$ cat config.mk
export PLATFORM = sky130hd
export DESIGN_NAME = cpuControl
export DESIGN_NICKNAME = d
export VERILOG_FILES = /design/src/common/cpuCtrlPkg.sv /design/src/cpuControl.sv /design/src/controlTable.sv /design/src/ctrlSequencer.sv /design/src/instrDecoder.sv
export VERILOG_INCLUDE_DIRS = /design/src /design/src/common
export SDC_FILE = /design/constraint.sdc
export NUM_CORES = 1
export LEC_CHECK = 0
export BUFFER_PORTS_ARGS = -buffer_cell sky130_fd_sc_hd__buf_2
export CAP_MARGIN = 15
export CORE_UTILIZATION = 51
export CTS_BUF_LIST = sky130_fd_sc_hd__clkbuf_16
export DETAILED_ROUTE_END_ITERATION = 12
export GPL_TIMING_DRIVEN = 0
export PLACE_DENSITY = 0.83
export SLEW_MARGIN = 20
export SYNTH_ARGS = -nofsm -noshare
export SYNTH_HDL_FRONTEND = slang
export SYNTH_SLANG_ARGS = --single-unit
$ cat constraint.sdc
create_clock -name clock -period 4 [get_ports clock]
set_clock_uncertainty 0.1 [all_clocks]
set_input_delay 0.2 -clock clock [delete_from_list [all_inputs] [get_ports clock]]
set_output_delay 0.2 -clock clock [all_outputs]
set_load 0.005 [all_outputs]
$ cat src/common/cpuCtrl_defines.svh
// cpuCtrl defines
// instruction width, ALU field widths and the opcode encodings
// of the scalar instruction set

`ifndef CPU_CTRL_DEFINES_SVH
`define CPU_CTRL_DEFINES_SVH

`define INSTR_WIDTH     8

`define ALU_OP_WIDTH    3
`define ALU_SRC2_WIDTH  3

// ----------------------------------------------------------------------
// opcodes matched on the low nibble
`define OPC_ADD         4'b0100
`define OPC_SUB         4'b0110
`define OPC_NAND        4'b1000
`define OPC_LOAD        4'b0000
`define OPC_STORE       4'b0010
`define OPC_BPZ         4'b1101
`define OPC_BZ          4'b0101
`define OPC_BNZ         4'b1001

// opcodes matched on the low three bits, the rest carries the operand
`define OPC_SHIFT       3'b011
`define OPC_ORI         3'b111

// opcodes matched on the whole byte
`define OPC_STOP        8'b00000001
`define OPC_NOP         8'b10000001

`endif
$ cat src/common/cpuCtrlPkg.sv
// cpuCtrl package
// opcode, state and ALU enums plus the control word sent to the datapath

`include "cpuCtrl_defines.svh"

package cpuCtrlPkg;

	typedef enum logic [3:0] {
		opAdd, opSub, opNand, opShift, opOri,
		opLoad, opStore, opBpz, opBz, opBnz,
		opStop, opNop, opIllegal
	} opcode_t;

	typedef enum logic [3:0] {
		stReset, stFetch, stDecode,
		stAluExec, stShiftExec, stWriteBack,    // add/sub/nand and shift
		stOriRead, stOriExec, stOriWrite,
		stLoadRead, stLoadWrite,
		stStore, stBranch, stStop, stNop
	} ctrlState_t;

	typedef enum logic [`ALU_OP_WIDTH-1:0] {
		aluAdd   = 3'd0,
		aluSub   = 3'd1,
		aluOr    = 3'd2,
		aluNand  = 3'd3,
		aluShift = 3'd4
	} aluOp_t;

	typedef enum logic [`ALU_SRC2_WIDTH-1:0] {
		src2Reg    = 3'd0,
		src2One    = 3'd1,    // pc increment
		src2Branch = 3'd2,    // sign-extended branch offset
		src2Imm    = 3'd3,    // ori immediate
		src2Shift  = 3'd4     // shift amount and direction
	} aluSrc2_t;

	// 19-bit word, field order matches the datapath control bus
	typedef struct packed {
		logic     pcWrite;
		logic     addrSel;
		logic     memRead;
		logic     memWrite;
		logic     irLoad;
		logic     r1Sel;
		logic     mdrLoad;
		logic     r1r2Load;
		logic     alu1;
		aluSrc2_t alu2;
		aluOp_t   aluOp;
		logic     aluOutWrite;
		logic     rfWrite;
		logic     regIn;
		logic     flagWrite;
	} controlWord_t;

endpackage

$ cat src/cpuControl.sv
// cpuControl
// multi-cycle control unit of the 8-bit accumulator processor,
// decoder feeding the sequencer, both feeding the control table

`timescale 1ns/1ns

`include "cpuCtrl_defines.svh"

module cpuControl
(
	input  logic                     clock,
	input  logic                     reset,
	input  logic [`INSTR_WIDTH-1:0]  instr,
	input  logic                     n,
	input  logic                     z,
	output cpuCtrlPkg::controlWord_t control
);

	import cpuCtrlPkg::*;

	opcode_t    opcode;    // decoded instruction register
	ctrlState_t state;

	instrDecoder decoder
	(
		.instr  (instr),
		.opcode (opcode)
	);

	ctrlSequencer sequencer
	(
		.clock  (clock),
		.reset  (reset),
		.opcode (opcode),
		.state  (state)
	);

	controlTable table0
	(
		.state   (state),
		.opcode  (opcode),
		.n       (n),
		.z       (z),
		.control (control)
	);

endmodule

$ cat src/controlTable.sv
// controlTable
// combinational control word for the datapath, built from the current
// state, with the branch decision and ALU op taken from opcode and flags

`timescale 1ns/1ns

module controlTable
(
	input  cpuCtrlPkg::ctrlState_t   state,
	input  cpuCtrlPkg::opcode_t      opcode,
	input  logic                     n,
	input  logic                     z,
	output cpuCtrlPkg::controlWord_t control
);

	import cpuCtrlPkg::*;

	logic branchTaken;

	// condition of the branch being executed
	always_comb
	begin
		case (opcode)
			opBpz:   branchTaken = ~n;
			opBz:    branchTaken = z;
			opBnz:   branchTaken = ~z;
			default: branchTaken = 1'b0;
		endcase
	end

	// ----------------------------------------------------------------------
	// per-state fields, everything not set stays zero
	// ----------------------------------------------------------------------
	always_comb
	begin
		control = '0;    // alu2 = src2Reg, aluOp = aluAdd
		case (state)
			stFetch:
			begin
				control.pcWrite = 1'b1;    // pc <- pc + 1
				control.addrSel = 1'b1;
				control.memRead = 1'b1;
				control.irLoad  = 1'b1;
				control.alu2    = src2One;
				control.aluOp   = aluAdd;
			end
			stDecode:
				control.r1r2Load = 1'b1;
			stAluExec:
			begin
				control.alu1        = 1'b1;
				control.aluOutWrite = 1'b1;
				control.flagWrite   = 1'b1;
				control.alu2        = src2Reg;
				case (opcode)
					opSub:   control.aluOp = aluSub;
					opNand:  control.aluOp = aluNand;
					default: control.aluOp = aluAdd;
				endcase
			end
			stShiftExec:
			begin
				control.alu1        = 1'b1;
				control.aluOutWrite = 1'b1;
				control.flagWrite   = 1'b1;
				control.alu2        = src2Shift;
				control.aluOp       = aluShift;
			end
			stWriteBack:
				control.rfWrite = 1'b1;
			stOriRead:
			begin
				control.r1Sel    = 1'b1;    // ori works on k1
				control.r1r2Load = 1'b1;
			end
			stOriExec:
			begin
				control.alu1        = 1'b1;
				control.aluOutWrite = 1'b1;
				control.flagWrite   = 1'b1;
				control.alu2        = src2Imm;
				control.aluOp       = aluOr;
			end
			stOriWrite:
			begin
				control.r1Sel   = 1'b1;
				control.rfWrite = 1'b1;
			end
			stLoadRead:
			begin
				control.memRead = 1'b1;
				control.mdrLoad = 1'b1;
			end
			stLoadWrite:
			begin
				control.aluOutWrite = 1'b1;
				control.rfWrite     = 1'b1;
				control.regIn       = 1'b1;    // write back from mdr
			end
			stStore:
				control.memWrite = 1'b1;
			stBranch:
			begin
				control.pcWrite = branchTaken;
				control.alu2    = src2Branch;
			end
			default:
				control = '0;    // reset, stop, nop
		endcase
	end

	// Checked at every state change, so the settled word of the state
	// being left is what gets sampled.
	memExclusive: assert property (
		@(state) !(control.memRead && control.memWrite)
	);

	pcWriteStates: assert property (
		@(state) control.pcWrite |-> (state == stFetch || state == stBranch)
	);

endmodule

$ cat src/ctrlSequencer.sv
// ctrlSequencer
// state register and next-state logic of the fetch / decode / execute
// sequence, one state per clock cycle

`timescale 1ns/1ns

module ctrlSequencer
(
	input  logic                    clock,
	input  logic                    reset,
	input  cpuCtrlPkg::opcode_t     opcode,
	output cpuCtrlPkg::ctrlState_t  state
);

	import cpuCtrlPkg::*;

	ctrlState_t nextState;

	// ----------------------------------------------------------------------
	// next state
	// ----------------------------------------------------------------------
	always_comb
	begin
		case (state)
			stReset:     nextState = stFetch;
			stFetch:     nextState = stDecode;
			stDecode:
			begin
				case (opcode)
					opAdd, opSub, opNand:  nextState = stAluExec;
					opShift:               nextState = stShiftExec;
					opOri:                 nextState = stOriRead;
					opLoad:                nextState = stLoadRead;
					opStore:               nextState = stStore;
					opBpz, opBz, opBnz:    nextState = stBranch;
					opStop:                nextState = stStop;
					opNop:                 nextState = stNop;
					default:               nextState = stReset;    // unknown opcode
				endcase
			end
			stAluExec:   nextState = stWriteBack;
			stShiftExec: nextState = stWriteBack;
			stWriteBack: nextState = stFetch;
			stOriRead:   nextState = stOriExec;
			stOriExec:   nextState = stOriWrite;
			stOriWrite:  nextState = stFetch;
			stLoadRead:  nextState = stLoadWrite;
			stLoadWrite: nextState = stFetch;
			stStore:     nextState = stFetch;
			stBranch:    nextState = stFetch;
			stStop:      nextState = stStop;    // parked until reset
			stNop:       nextState = stFetch;
			default:     nextState = stReset;    // unused encoding
		endcase
	end

	// ----------------------------------------------------------------------
	// state register
	// ----------------------------------------------------------------------
	always_ff @(posedge clock or posedge reset)
	begin
		if (reset)
			state <= stReset;
		else
			state <= nextState;
	end

	// the sequence always moves on, only stop may park
	stateAdvances: assert property (
		@(posedge clock) disable iff (reset)
		(state != stStop) |=> (state != $past(state))
	);

endmodule

$ cat src/instrDecoder.sv
// instrDecoder
// priority decode of the instruction byte into an opcode enum,
// unmatched bytes (including the old vector codes) give opIllegal

`timescale 1ns/1ns

`include "cpuCtrl_defines.svh"

module instrDecoder
(
	input  logic [`INSTR_WIDTH-1:0] instr,
	output cpuCtrlPkg::opcode_t     opcode
);

	import cpuCtrlPkg::*;

	// order matters, shift and ori only look at three bits
	always_comb
	begin
		if (instr[3:0] == `OPC_ADD)
			opcode = opAdd;
		else if (instr[3:0] == `OPC_SUB)
			opcode = opSub;
		else if (instr[3:0] == `OPC_NAND)
			opcode = opNand;
		else if (instr[2:0] == `OPC_SHIFT)
			opcode = opShift;
		else if (instr[2:0] == `OPC_ORI)
			opcode = opOri;
		else if (instr[3:0] == `OPC_LOAD)
			opcode = opLoad;
		else if (instr[3:0] == `OPC_STORE)
			opcode = opStore;
		else if (instr[3:0] == `OPC_BPZ)
			opcode = opBpz;
		else if (instr[3:0] == `OPC_BZ)
			opcode = opBz;
		else if (instr[3:0] == `OPC_BNZ)
			opcode = opBnz;
		else if (instr == `OPC_STOP)
			opcode = opStop;
		else if (instr == `OPC_NOP)
			opcode = opNop;
		else
			opcode = opIllegal;    // 1010, 1100, 1110 and stray x001 bytes
	end

endmodule

==> impl_metrics.toml, run 1 <==
[outcome]
status = "finished clean"

[power]
power_density_nw_per_um2 = 626
finalPower_uw = 650
ir_drop_v = 0.000417
p_leak_nw = 0.513

[final_layout]
final_nets = 161
layout-drive-gt1-share = 0.338
fill_cells = 103
largest-register = "sequencer.state"
area_delta_synth_final_pct = 32.4
largest_reg_flops = 4
reg_top3 = "sequencer.state (4)"
utilization = 0.760
diodes = 0

[timing]
drv_slew = 0
worst_pin_slew_ps = 412
max_slew_margin = 0.725
tns_ps = 0
post-route-period-util = 0.625
setup_ws_ps = 1500
hold_ws_ps = 344
finalCriticalPeriod_ps = 2500
rsz0062_at_grt = "false"
setup_viol_count_final = 0
hold_viol = 0
max_clock_freq_ghz = 0.400

[clock_tree]
cts_sinks = 4
cts_resized = 0
cts_tree = "done"
cts_max_path_buffers = 2
root_buffer = "clkbuf_16"
path_clk_slew_ps = 30
tritoncts.num_buffers = 3
clock_latency_ps = 220
h-tree-depth = 1

[synthesis]
ys_seq_area_frac = 0.128
netlist_instances = 108
ys_async_sr_fraction = 1.00
synth_top_flop_cell = "dfrtp_1"
ys_ff_latch = 4
synth_nets = 125
netlist_area_um2 = 785
synth.distinct_cells = 45
syn_area_per_cell_um2 = 7.26
synth_edf_count = 0
synth_warnings = 0

[floorplan]
rows = 13
start_util = 0.574
die_w_um = 41.2
die_y_um = 41.2
die-area_um2 = 1700
ios = 31
coreArea_um2 = 1370

[setup_path]
worstPathRequired_ps = 3700
critPathArrivalTime_ps = 2200
timing.rr.end = "sequencer.state[2]"
r2r-start = "sequencer.state[0]"
cp.buffers_inverters = 3
cpMostUsedCell = "buf_2"
slowest_stage = "nor3_1"
critPathMaxStageDelay_ps = 320
regToRegSetupSlack_ps = 2390
path_cells = "buf_2, nor3_1, a21boi_0, a2bb2oi_1, o21ai_0, ha_1, inv_1, o32ai_2, a41o_1, buf_2"
worstSetupStartpointType = "input port"
path_max_fanout = 3
critical_path_depth = 10
rr_worst_depth = 5
endpoint_kind = "primary output"
worstSetupPathType = "in -> out"
cp_top_family = "compound AO/OA/AOI/OAI gates"

[placement]
place_ws_ps = 1450
place_congestion = 0.783
hpwl_um = 1470
io_buffers = 30

[routing]
final_antenna_net_count = 0
wl_per_cell_um = 13.2
num_vias = 925
viasPerCell = 5.89
post-route-drc-count = 0
routed_wl_um = 2080
drtPass1Iterations = 5
drt_iter0_markers = 29

[grt]
grtUsageTotal = 0.279
antenna_found_initial = 0
grt_pass1_vias = 735
grt_pass1_wl_um = 3120
grt-ovfl-total = 0
grt_max_degree = 11

[job]
cap_violations = 0

[hold_path]
worst_hold_path_type = "in -> async"
-- power breakdown --
part	internal, mW	total, mW	switching, mW
clock network	0.128	0.155	0.0271
logic	0.180	0.403	0.223
registers	0.0610	0.0915	0.0305
-- Yosys cell counts (all sizes together), types with 2 or more instances --
cell type | number | share of area
nor4b | 2 | 0.030
nand2 | 11 | 0.053
a21oi | 7 | 0.045
and2 | 2 | 0.016
nor2 | 11 | 0.053
o21ai | 4 | 0.026
buf | 5 | 0.046
o21a | 3 | 0.029
or2 | 2 | 0.016
nor2b | 3 | 0.024
clkbuf | 4 | 0.019
nor3b | 2 | 0.019
a211oi | 2 | 0.026
ha | 5 | 0.080
dfrtp | 4 | 0.13
o211ai | 4 | 0.051
inv | 3 | 0.014
o32ai | 2 | 0.032
nand2b | 6 | 0.048
nor3 | 8 | 0.051
-- metal layers --
layer / up-vias / share of wire / GRT usage
met5: - / 0 / 0
met3: 4 / 0.064 / 0.0815
met4: 0 / 0.015 / 0.0645
li1: 459 / - / -
met1: 418 / 0.45 / 0.312
met2: 44 / 0.47 / 0.512
-- cell type report --
type | instances | area [µm²] | share of cell area
Timing Repair Buffer | 31 | 160 | 0.154
Tap cell | 15 | 18.8 | 0.0181
Multi-Input combinational cell | 92 | 622 | 0.599
Sequential cell | 4 | 100 | 0.0964
Clock buffer | 3 | 75.1 | 0.0723
Buffer | 9 | 51.3 | 0.0494
Inverter | 3 | 11.3 | 0.0108
-- tightest hold or removal path, delay by kind of cell --
| family | cells | cell delay, ps |
|---|---|---|
| buf+inv | 3 | 810 |
-- layout by cell type (no fill, tap or decap), types with 2 or more instances in the layout --
cell type and n:
dfrtp_1 4, ha_1 5, inv_1 3, nor2b_1 3
clkbuf_1 4, clkbuf_16 3, nor3_1 8, nor3b_1 2
o21a_1 3, a21oi_1 7, and2_1 2, buf_4 2
nor2_1 11, o211ai_2 2, o211ai_1 2, nand2b_1 6
nand2_1 11, o21ai_0 4, buf_2 32
-- timing repair --
action	CTS	global route
hold endpoints to repair	4	0
buffers inserted	0	0
endpoints found under the setup margin	0	0
hold buffers	1	0
-- logic make-up (layout without fill, tap and decap cells) --
kind of cell               count (synthesis)  after routing  share of synthesized area
AOI/OAI and AO/OA                         32             32                      0.313
adders and majority gates                  5              5                     0.0797
and+or+nand+nor                           52             52                      0.362
DFF                                        4              4                      0.128
buffers and inverters                     12             46                     0.0797
muxes                                      2              2                     0.0271
xor gates and xnor gates                   1              1                     0.0112
-- worst max path at each step --
stage             start            endpoint  slack [ps]
2_1_floorplan  instr[2]  sequencer.state[0]        1770
3_3_place_gp   instr[5]  sequencer.state[0]        1540
3_5_place_dp   instr[5]  sequencer.state[0]        1450
4_1_cts        instr[5]         control[18]        1530
5_1_grt        instr[5]         control[18]        1390
6_report       instr[5]         control[18]        1500
-- per-stage QoR --
stage,cell area [µm²],std cells
final,1040,157
after global routing,1040,157
after CTS,1040,157
after detailed placement,953,153
after global placement,953,153
after floorplan,785,108
(Power assumes the default switching activity.)
==> run 2, diff against run 1 <==
- ABC_AREA: unset -> 1
- CORE_UTILIZATION: 51 -> 44
- PLACE_DENSITY: 0.83 -> 0.76
- clock period: 4 -> 2.19 ns (I/O delays scaled with it)
==> run 2 against run 1 <==
  * Total power increased by 65%
  * Synthesized area up 4.1%
  * Sequential share of layout area shrank 0.39 points
  * Register-to-register slack worse by 1600 ps
  * Flip-flop and latch count did not move
  * Via count grew 6.1%
  * Combinational power grew 62%
  * Die area increased by 20%
  * Clock power increased by 81%
  * Utilization shrank 13 points
  * Setup slack worse by 1200 ps
  * Non-clock buffer count is 5 lower
  * Largest cell class unchanged
==> impl_metrics.toml, run 2 <==
[clock_tree]
h-tree-depth = 1
tritoncts.num_buffers = 3
clock_latency_ps = 220
path_clk_slew_ps = 30
root_buffer = "clkbuf_16"
post_cts_buffers = 0
cts_sinks = 4
cts_tree = "done"
cts_max_path_buffers = 2

[grt]
grt_max_degree = 10
grt-ovfl-total = 0
grt_pass1_vias = 800
grtUsageTotal = 0.202
grt_pass1_wl_um = 3040
antenna_found_initial = 0

[synthesis]
synth_edf_count = 0
synth_area_leaders = "nand2_1 (17%), nor2_1 (12%), dfrtp_1 (12%), inv_1 (11%), ha_1 (7.7%)"
synth_top_flop_cell = "dfrtp_1"
synth_top_family_by_area = "simple AND/OR/NAND/NOR gates"
ys_async_sr_fraction = 1.00
synth_warnings = 0
synth_compound_area_frac = 0.149
synth_xor_area_frac = 0
synth_common_cells = "nand2_1 (38), nor2_1 (27), inv_1 (24)"
muxShareOfSynthArea = 0
netlist.area_leader.share = 0.175
synth_nets = 163
ys_seq_area_frac = 0.123
synthAdderAreaFrac = 0.0766
synth_area_leader_cell = "nand2_1"
yosys.area_share.simple = 0.481
post-synth-top-count-cell = "nand2_1"
netlist_area_um2 = 817
syn_area_per_cell_um2 = 5.60
netlist_instances = 146
synth.distinct_cells = 26
ys_ff_latch = 4

[setup_path]
cpMostUsedCell = "nand2_1"
critPathMaxStageDelay_ps = 200
worstPathRequired_ps = 1980
rr_worst_depth = 8
endpoint_kind = "primary output"
cp_top_family = "simple AND/OR/NAND/NOR gates"
worstSetupStartpointType = "input port"
slowest_stage = "ha_1"
path_cells = "buf_2, nor2_1, nand2_1, nand2_1, inv_1, o211ai_1, nand2_1, o21ai_2, inv_1, ha_1, inv_1, nand2_1, o211ai_1, nand2_1, nand2_1, nand2_1, buf_2"
regToRegSetupSlack_ps = 810
critical_path_depth = 17
cp.buffers_inverters = 5
critPathArrivalTime_ps = 1700
worstSetupPathType = "in -> out"
path_max_fanout = 4

[power]
power_density_nw_per_um2 = 992
ir_drop_v = 0.000410
p_leak_nw = 0.661

[routing]
final_antenna_net_count = 0
drt_iter0_markers = 23
post-route-drc-count = 0
routed_wl_um = 1890
num_vias = 981
drtPass1Iterations = 6
wl_per_cell_um = 9.27
viasPerCell = 4.81

[final_layout]
fill_cells = 188
multi_input_area_um2 = 581
register_area_um2 = 100
layout_commonest_cell = "nand2_1"
largest-register = "sequencer.state"
mostFrequentLayoutCells = "nand2_1 (38), buf_2 (29), nor2_1 (27)"
largest_reg_flops = 4
layout-drive-gt1-share = 0.307
reg_top3 = "sequencer.state (4)"
diodes = 0
design_area_um2 = 1080
area_delta_synth_final_pct = 32.5
final_nets = 198

[placement]
hpwl_um = 1570
place_ws_ps = 176
io_buffers = 29
place_congestion = 0.833
placed_area_um2 = 993

[timing]
setup_viol_count_final = 0
setup_ws_ps = 285
worst_pin_slew_ps = 282
max_slew_margin = 0.811
max_clock_freq_ghz = 0.525
post-route-period-util = 0.870
tns_ps = 0
hold_ws_ps = 213
finalCriticalPeriod_ps = 1910
rsz0062_at_grt = "false"
hold_viol = 0
drv_slew = 0

[floorplan]
ios = 31
die-area_um2 = 2030
start_util = 0.473
die_w_um = 45.1
coreArea_um2 = 1730
die_y_um = 45.1
rows = 15

[outcome]
status = "finished clean"

[job]
cap_violations = 0

[hold_path]
worst_hold_path_type = "in -> async"
[run 2: report_power, final]
group	internal (mW)	switching, mW	total (mW)	leakage [nW]
Sequential	0.110	0.0313	0.142	0.0500
Clock	0.233	0.0473	0.280	0.0370
Combinational	0.283	0.369	0.652	0.574
[run 2: tightest hold or removal path: cells and delay by family]
family                 cells  cell delay (ps)
buffers and inverters      3              780
[run 2: cell type report]
type                    count  area share
multi-input cells         110       0.536
repair buffers             30       0.143
inverters                  27      0.0936
flip-flops and latches      4      0.0925
clock buffers               3      0.0694
plain buffers               5      0.0358
well taps                  25      0.0289
[run 2: worst paths after layout]
check	to	startpoint
max in group asynchronous	sequencer.state[3]	reset
min reg2reg	sequencer.state[0]	sequencer.state[0]
max reg2reg	sequencer.state[1]	sequencer.state[2]
max	control[18]	instr[1]
min	sequencer.state[1]	reset
min in group clock	sequencer.state[0]	instr[0]
[run 2: kinds of logic (layout without fill, tap and decap cells)]
kind of cell    Yosys count  count (layout)
buf+inv                  32              65
simple gates             87              87
flops                     4               4
compound gates           18              18
fa+ha+maj                 5               5
[run 2: metrics by stage]
stage | power (mW) | instances | utilization
floorplan | 0.571 | 146 | -
global placement | 0.782 | 200 | 0.575
detailed placement | 0.792 | 200 | 0.575
CTS | 1.08 | 204 | 0.625
global route | 1.18 | 204 | 0.627
finish | 1.07 | 204 | 0.627
[run 2: repair_timing]
item / in CTS / in global routing
hold buffers: 1 / 0
gates resized for setup: 0 / 2
endpoints found under the setup margin: 0 / 1
endpoints found under the hold margin: 4 / 0
[run 2: routing by layer]
layer / track usage / part of all wire
met5: 0 / 0
met4: 0.115 / 0.024
met2: 0.359 / 0.52
met3: 0.0240 / 0.026
met1: 0.232 / 0.43
==> run 3, diff against run 2 <==
- ABC_AREA: 1 -> unset
- CORE_UTILIZATION: 44 -> 43
- PLACE_DENSITY: 0.76 -> 0.86
==> run 3 against run 2 <==
  * Total power rose by 9.2%
  * Cell area up 1.0%
  * Sequential share of layout area down 0.095 points
  * Register-to-register slack worse by 110 ps
  * Die area shrank 1.7%
  * Clock power is 2% lower
  * Via count decreased by 7.0%
  * Clock-buffer cell count unchanged
  * Global-route usage is 0.85 points lower
  * First-iteration DRC count increased by 26%
  * Largest power group unchanged
  * Highest routed layer is now met3
==> impl_metrics.toml, run 3 (synthesis results as in run 1) <==
[setup_path]
endpoint_kind = "primary output"
cp_top_family = "simple AND/OR/NAND/NOR gates"
path_cells = "buf_2, buf_6, or3b_4, nand2_1, nand2_1, o21a_1, ha_2, mux2i_1, o32ai_2, a41o_1, buf_2"
worstPathRequired_ps = 1980
critPathMaxStageDelay_ps = 390
critPathArrivalTime_ps = 1860
path_max_fanout = 10
slowest_stage = "or3b_4"
worstSetupStartpointType = "input port"
cp.buffers_inverters = 3
worstSetupPathType = "in -> out"

[floorplan]
die-area_um2 = 2000
die_w_um = 44.7
die_y_um = 44.7
ios = 31
start_util = 0.454
rows = 15
coreArea_um2 = 1730

[routing]
drtPass1Iterations = 4
num_vias = 912
post-route-drc-count = 0
viasPerCell = 5.46
drt_iter0_markers = 29
routed_wl_um = 1920
wl_per_cell_um = 11.5
final_antenna_net_count = 0

[placement]
io_buffers = 30
place_ws_ps = -286
hpwl_um = 1520
dpl.cell_count = 163
place_congestion = 0.844

[timing]
setup_viol_count_final = 0
worst_pin_slew_ps = 406
finalCriticalPeriod_ps = 2070
post-route-period-util = 0.946
setup_ws_ps = 118
hold_viol = 0
max_slew_margin = 0.729
drv_slew = 0
max_clock_freq_ghz = 0.483
rsz0062_at_grt = "false"

[grt]
grt_pass1_vias = 760
grt_pass1_wl_um = 2990
antenna_found_initial = 0
grt-ovfl-total = 0
grt_max_degree = 11
grtUsageTotal = 0.194

[clock_tree]
tritoncts.num_buffers = 3
cts_tree = "done"
path_clk_slew_ps = 30
cts_sinks = 4
clock_latency_ps = 220
cts_max_path_buffers = 2
h-tree-depth = 1
post_cts_buffers = 0
root_buffer = "clkbuf_16"

[final_layout]
largest_reg_flops = 4
layout_commonest_cell = "buf_2"
mostFrequentLayoutCells = "buf_2 (31), nor2_1 (11), nand2_1 (11)"
final-instance-count-excl-fill = 167
layout-drive-gt1-share = 0.387
fill_cells = 162
largest-register = "sequencer.state"
final_nets = 161
area_delta_synth_final_pct = 39.4
diodes = 0
reg_top3 = "sequencer.state (4)"

[hold_path]
worst_hold_path_type = "in -> async"

[outcome]
status = "finished clean"

[power]
ir_drop_v = 0.000635
p_leak_nw = 0.519
power_density_nw_per_um2 = 1070

[job]
cap_violations = 0
==> run 3: through the flow <==
| stage | utilization | instance area (µm²) | hold WS (ps) | power (mW) | TNS [ps] |
|---|---|---|---|---|---|
| global placement | 0.559 | 966 | -115 | 0.865 | -249 |
| detailed placement | 0.559 | 966 | -110 | 0.879 | -533 |
| global route | 0.633 | 1090 | 231 | 1.28 | 0 |
| floorplan | - | 785 | -224 | 0.641 | 0 |
| CTS | 0.609 | 1050 | 211 | 1.16 | 0 |
| finish | 0.633 | 1090 | 213 | 1.17 | 0 |
==> run 3: per-layer routing <==
layer,part of all wire,global-route usage
met5,0,0
met4,0,0.0303
met3,0.040,0.0280
met2,0.53,0.374
met1,0.43,0.229
==> run 3: layout make-up <==
class | instances | area [µm²] | share of cell area
Tap cell | 25 | 31.3 | 0.0286
Clock buffer | 3 | 75.1 | 0.0686
Inverter | 3 | 11.3 | 0.0103
Timing Repair Buffer | 31 | 160 | 0.146
Buffer | 9 | 53.8 | 0.0492
Multi-Input combinational cell | 92 | 662 | 0.605
Sequential cell | 4 | 100 | 0.0915
==> run 3: final timing paths <==
path	slack, ps	start	cells past startpoint	end
min in group clock	390	instr[1]	5	sequencer.state[0]
min reg2reg	650	sequencer.state[0]	3	sequencer.state[2]
min	210	reset	3	sequencer.state[1]
max	120	instr[2]	11	control[18]
max reg2reg	700	sequencer.state[0]	5	sequencer.state[2]
max in group asynchronous	1630	reset	3	sequencer.state[0]
==> run 3: worst min-delay path: stages <==
cell and delay [ps]:
dlygate4sd3_1 530, buf_2 120, inv_1 120
==> run 3: where the power goes <==
part | internal, mW | switching, mW | total, mW | leakage (nW)
clock network | 0.232 | 0.0414 | 0.274 | 0.0370
registers | 0.112 | 0.0434 | 0.155 | 0.0494
logic | 0.334 | 0.410 | 0.744 | 0.432
total | 0.678 | 0.495 | 1.17 | 0.519
==> run 3: timing repair <==
action,4_1_cts,5_1_grt
gates resized for setup,1,10
hold buffers,1,0
pin swaps,0,0
hold endpoints to repair,4,0
setup endpoints to repair,2,4
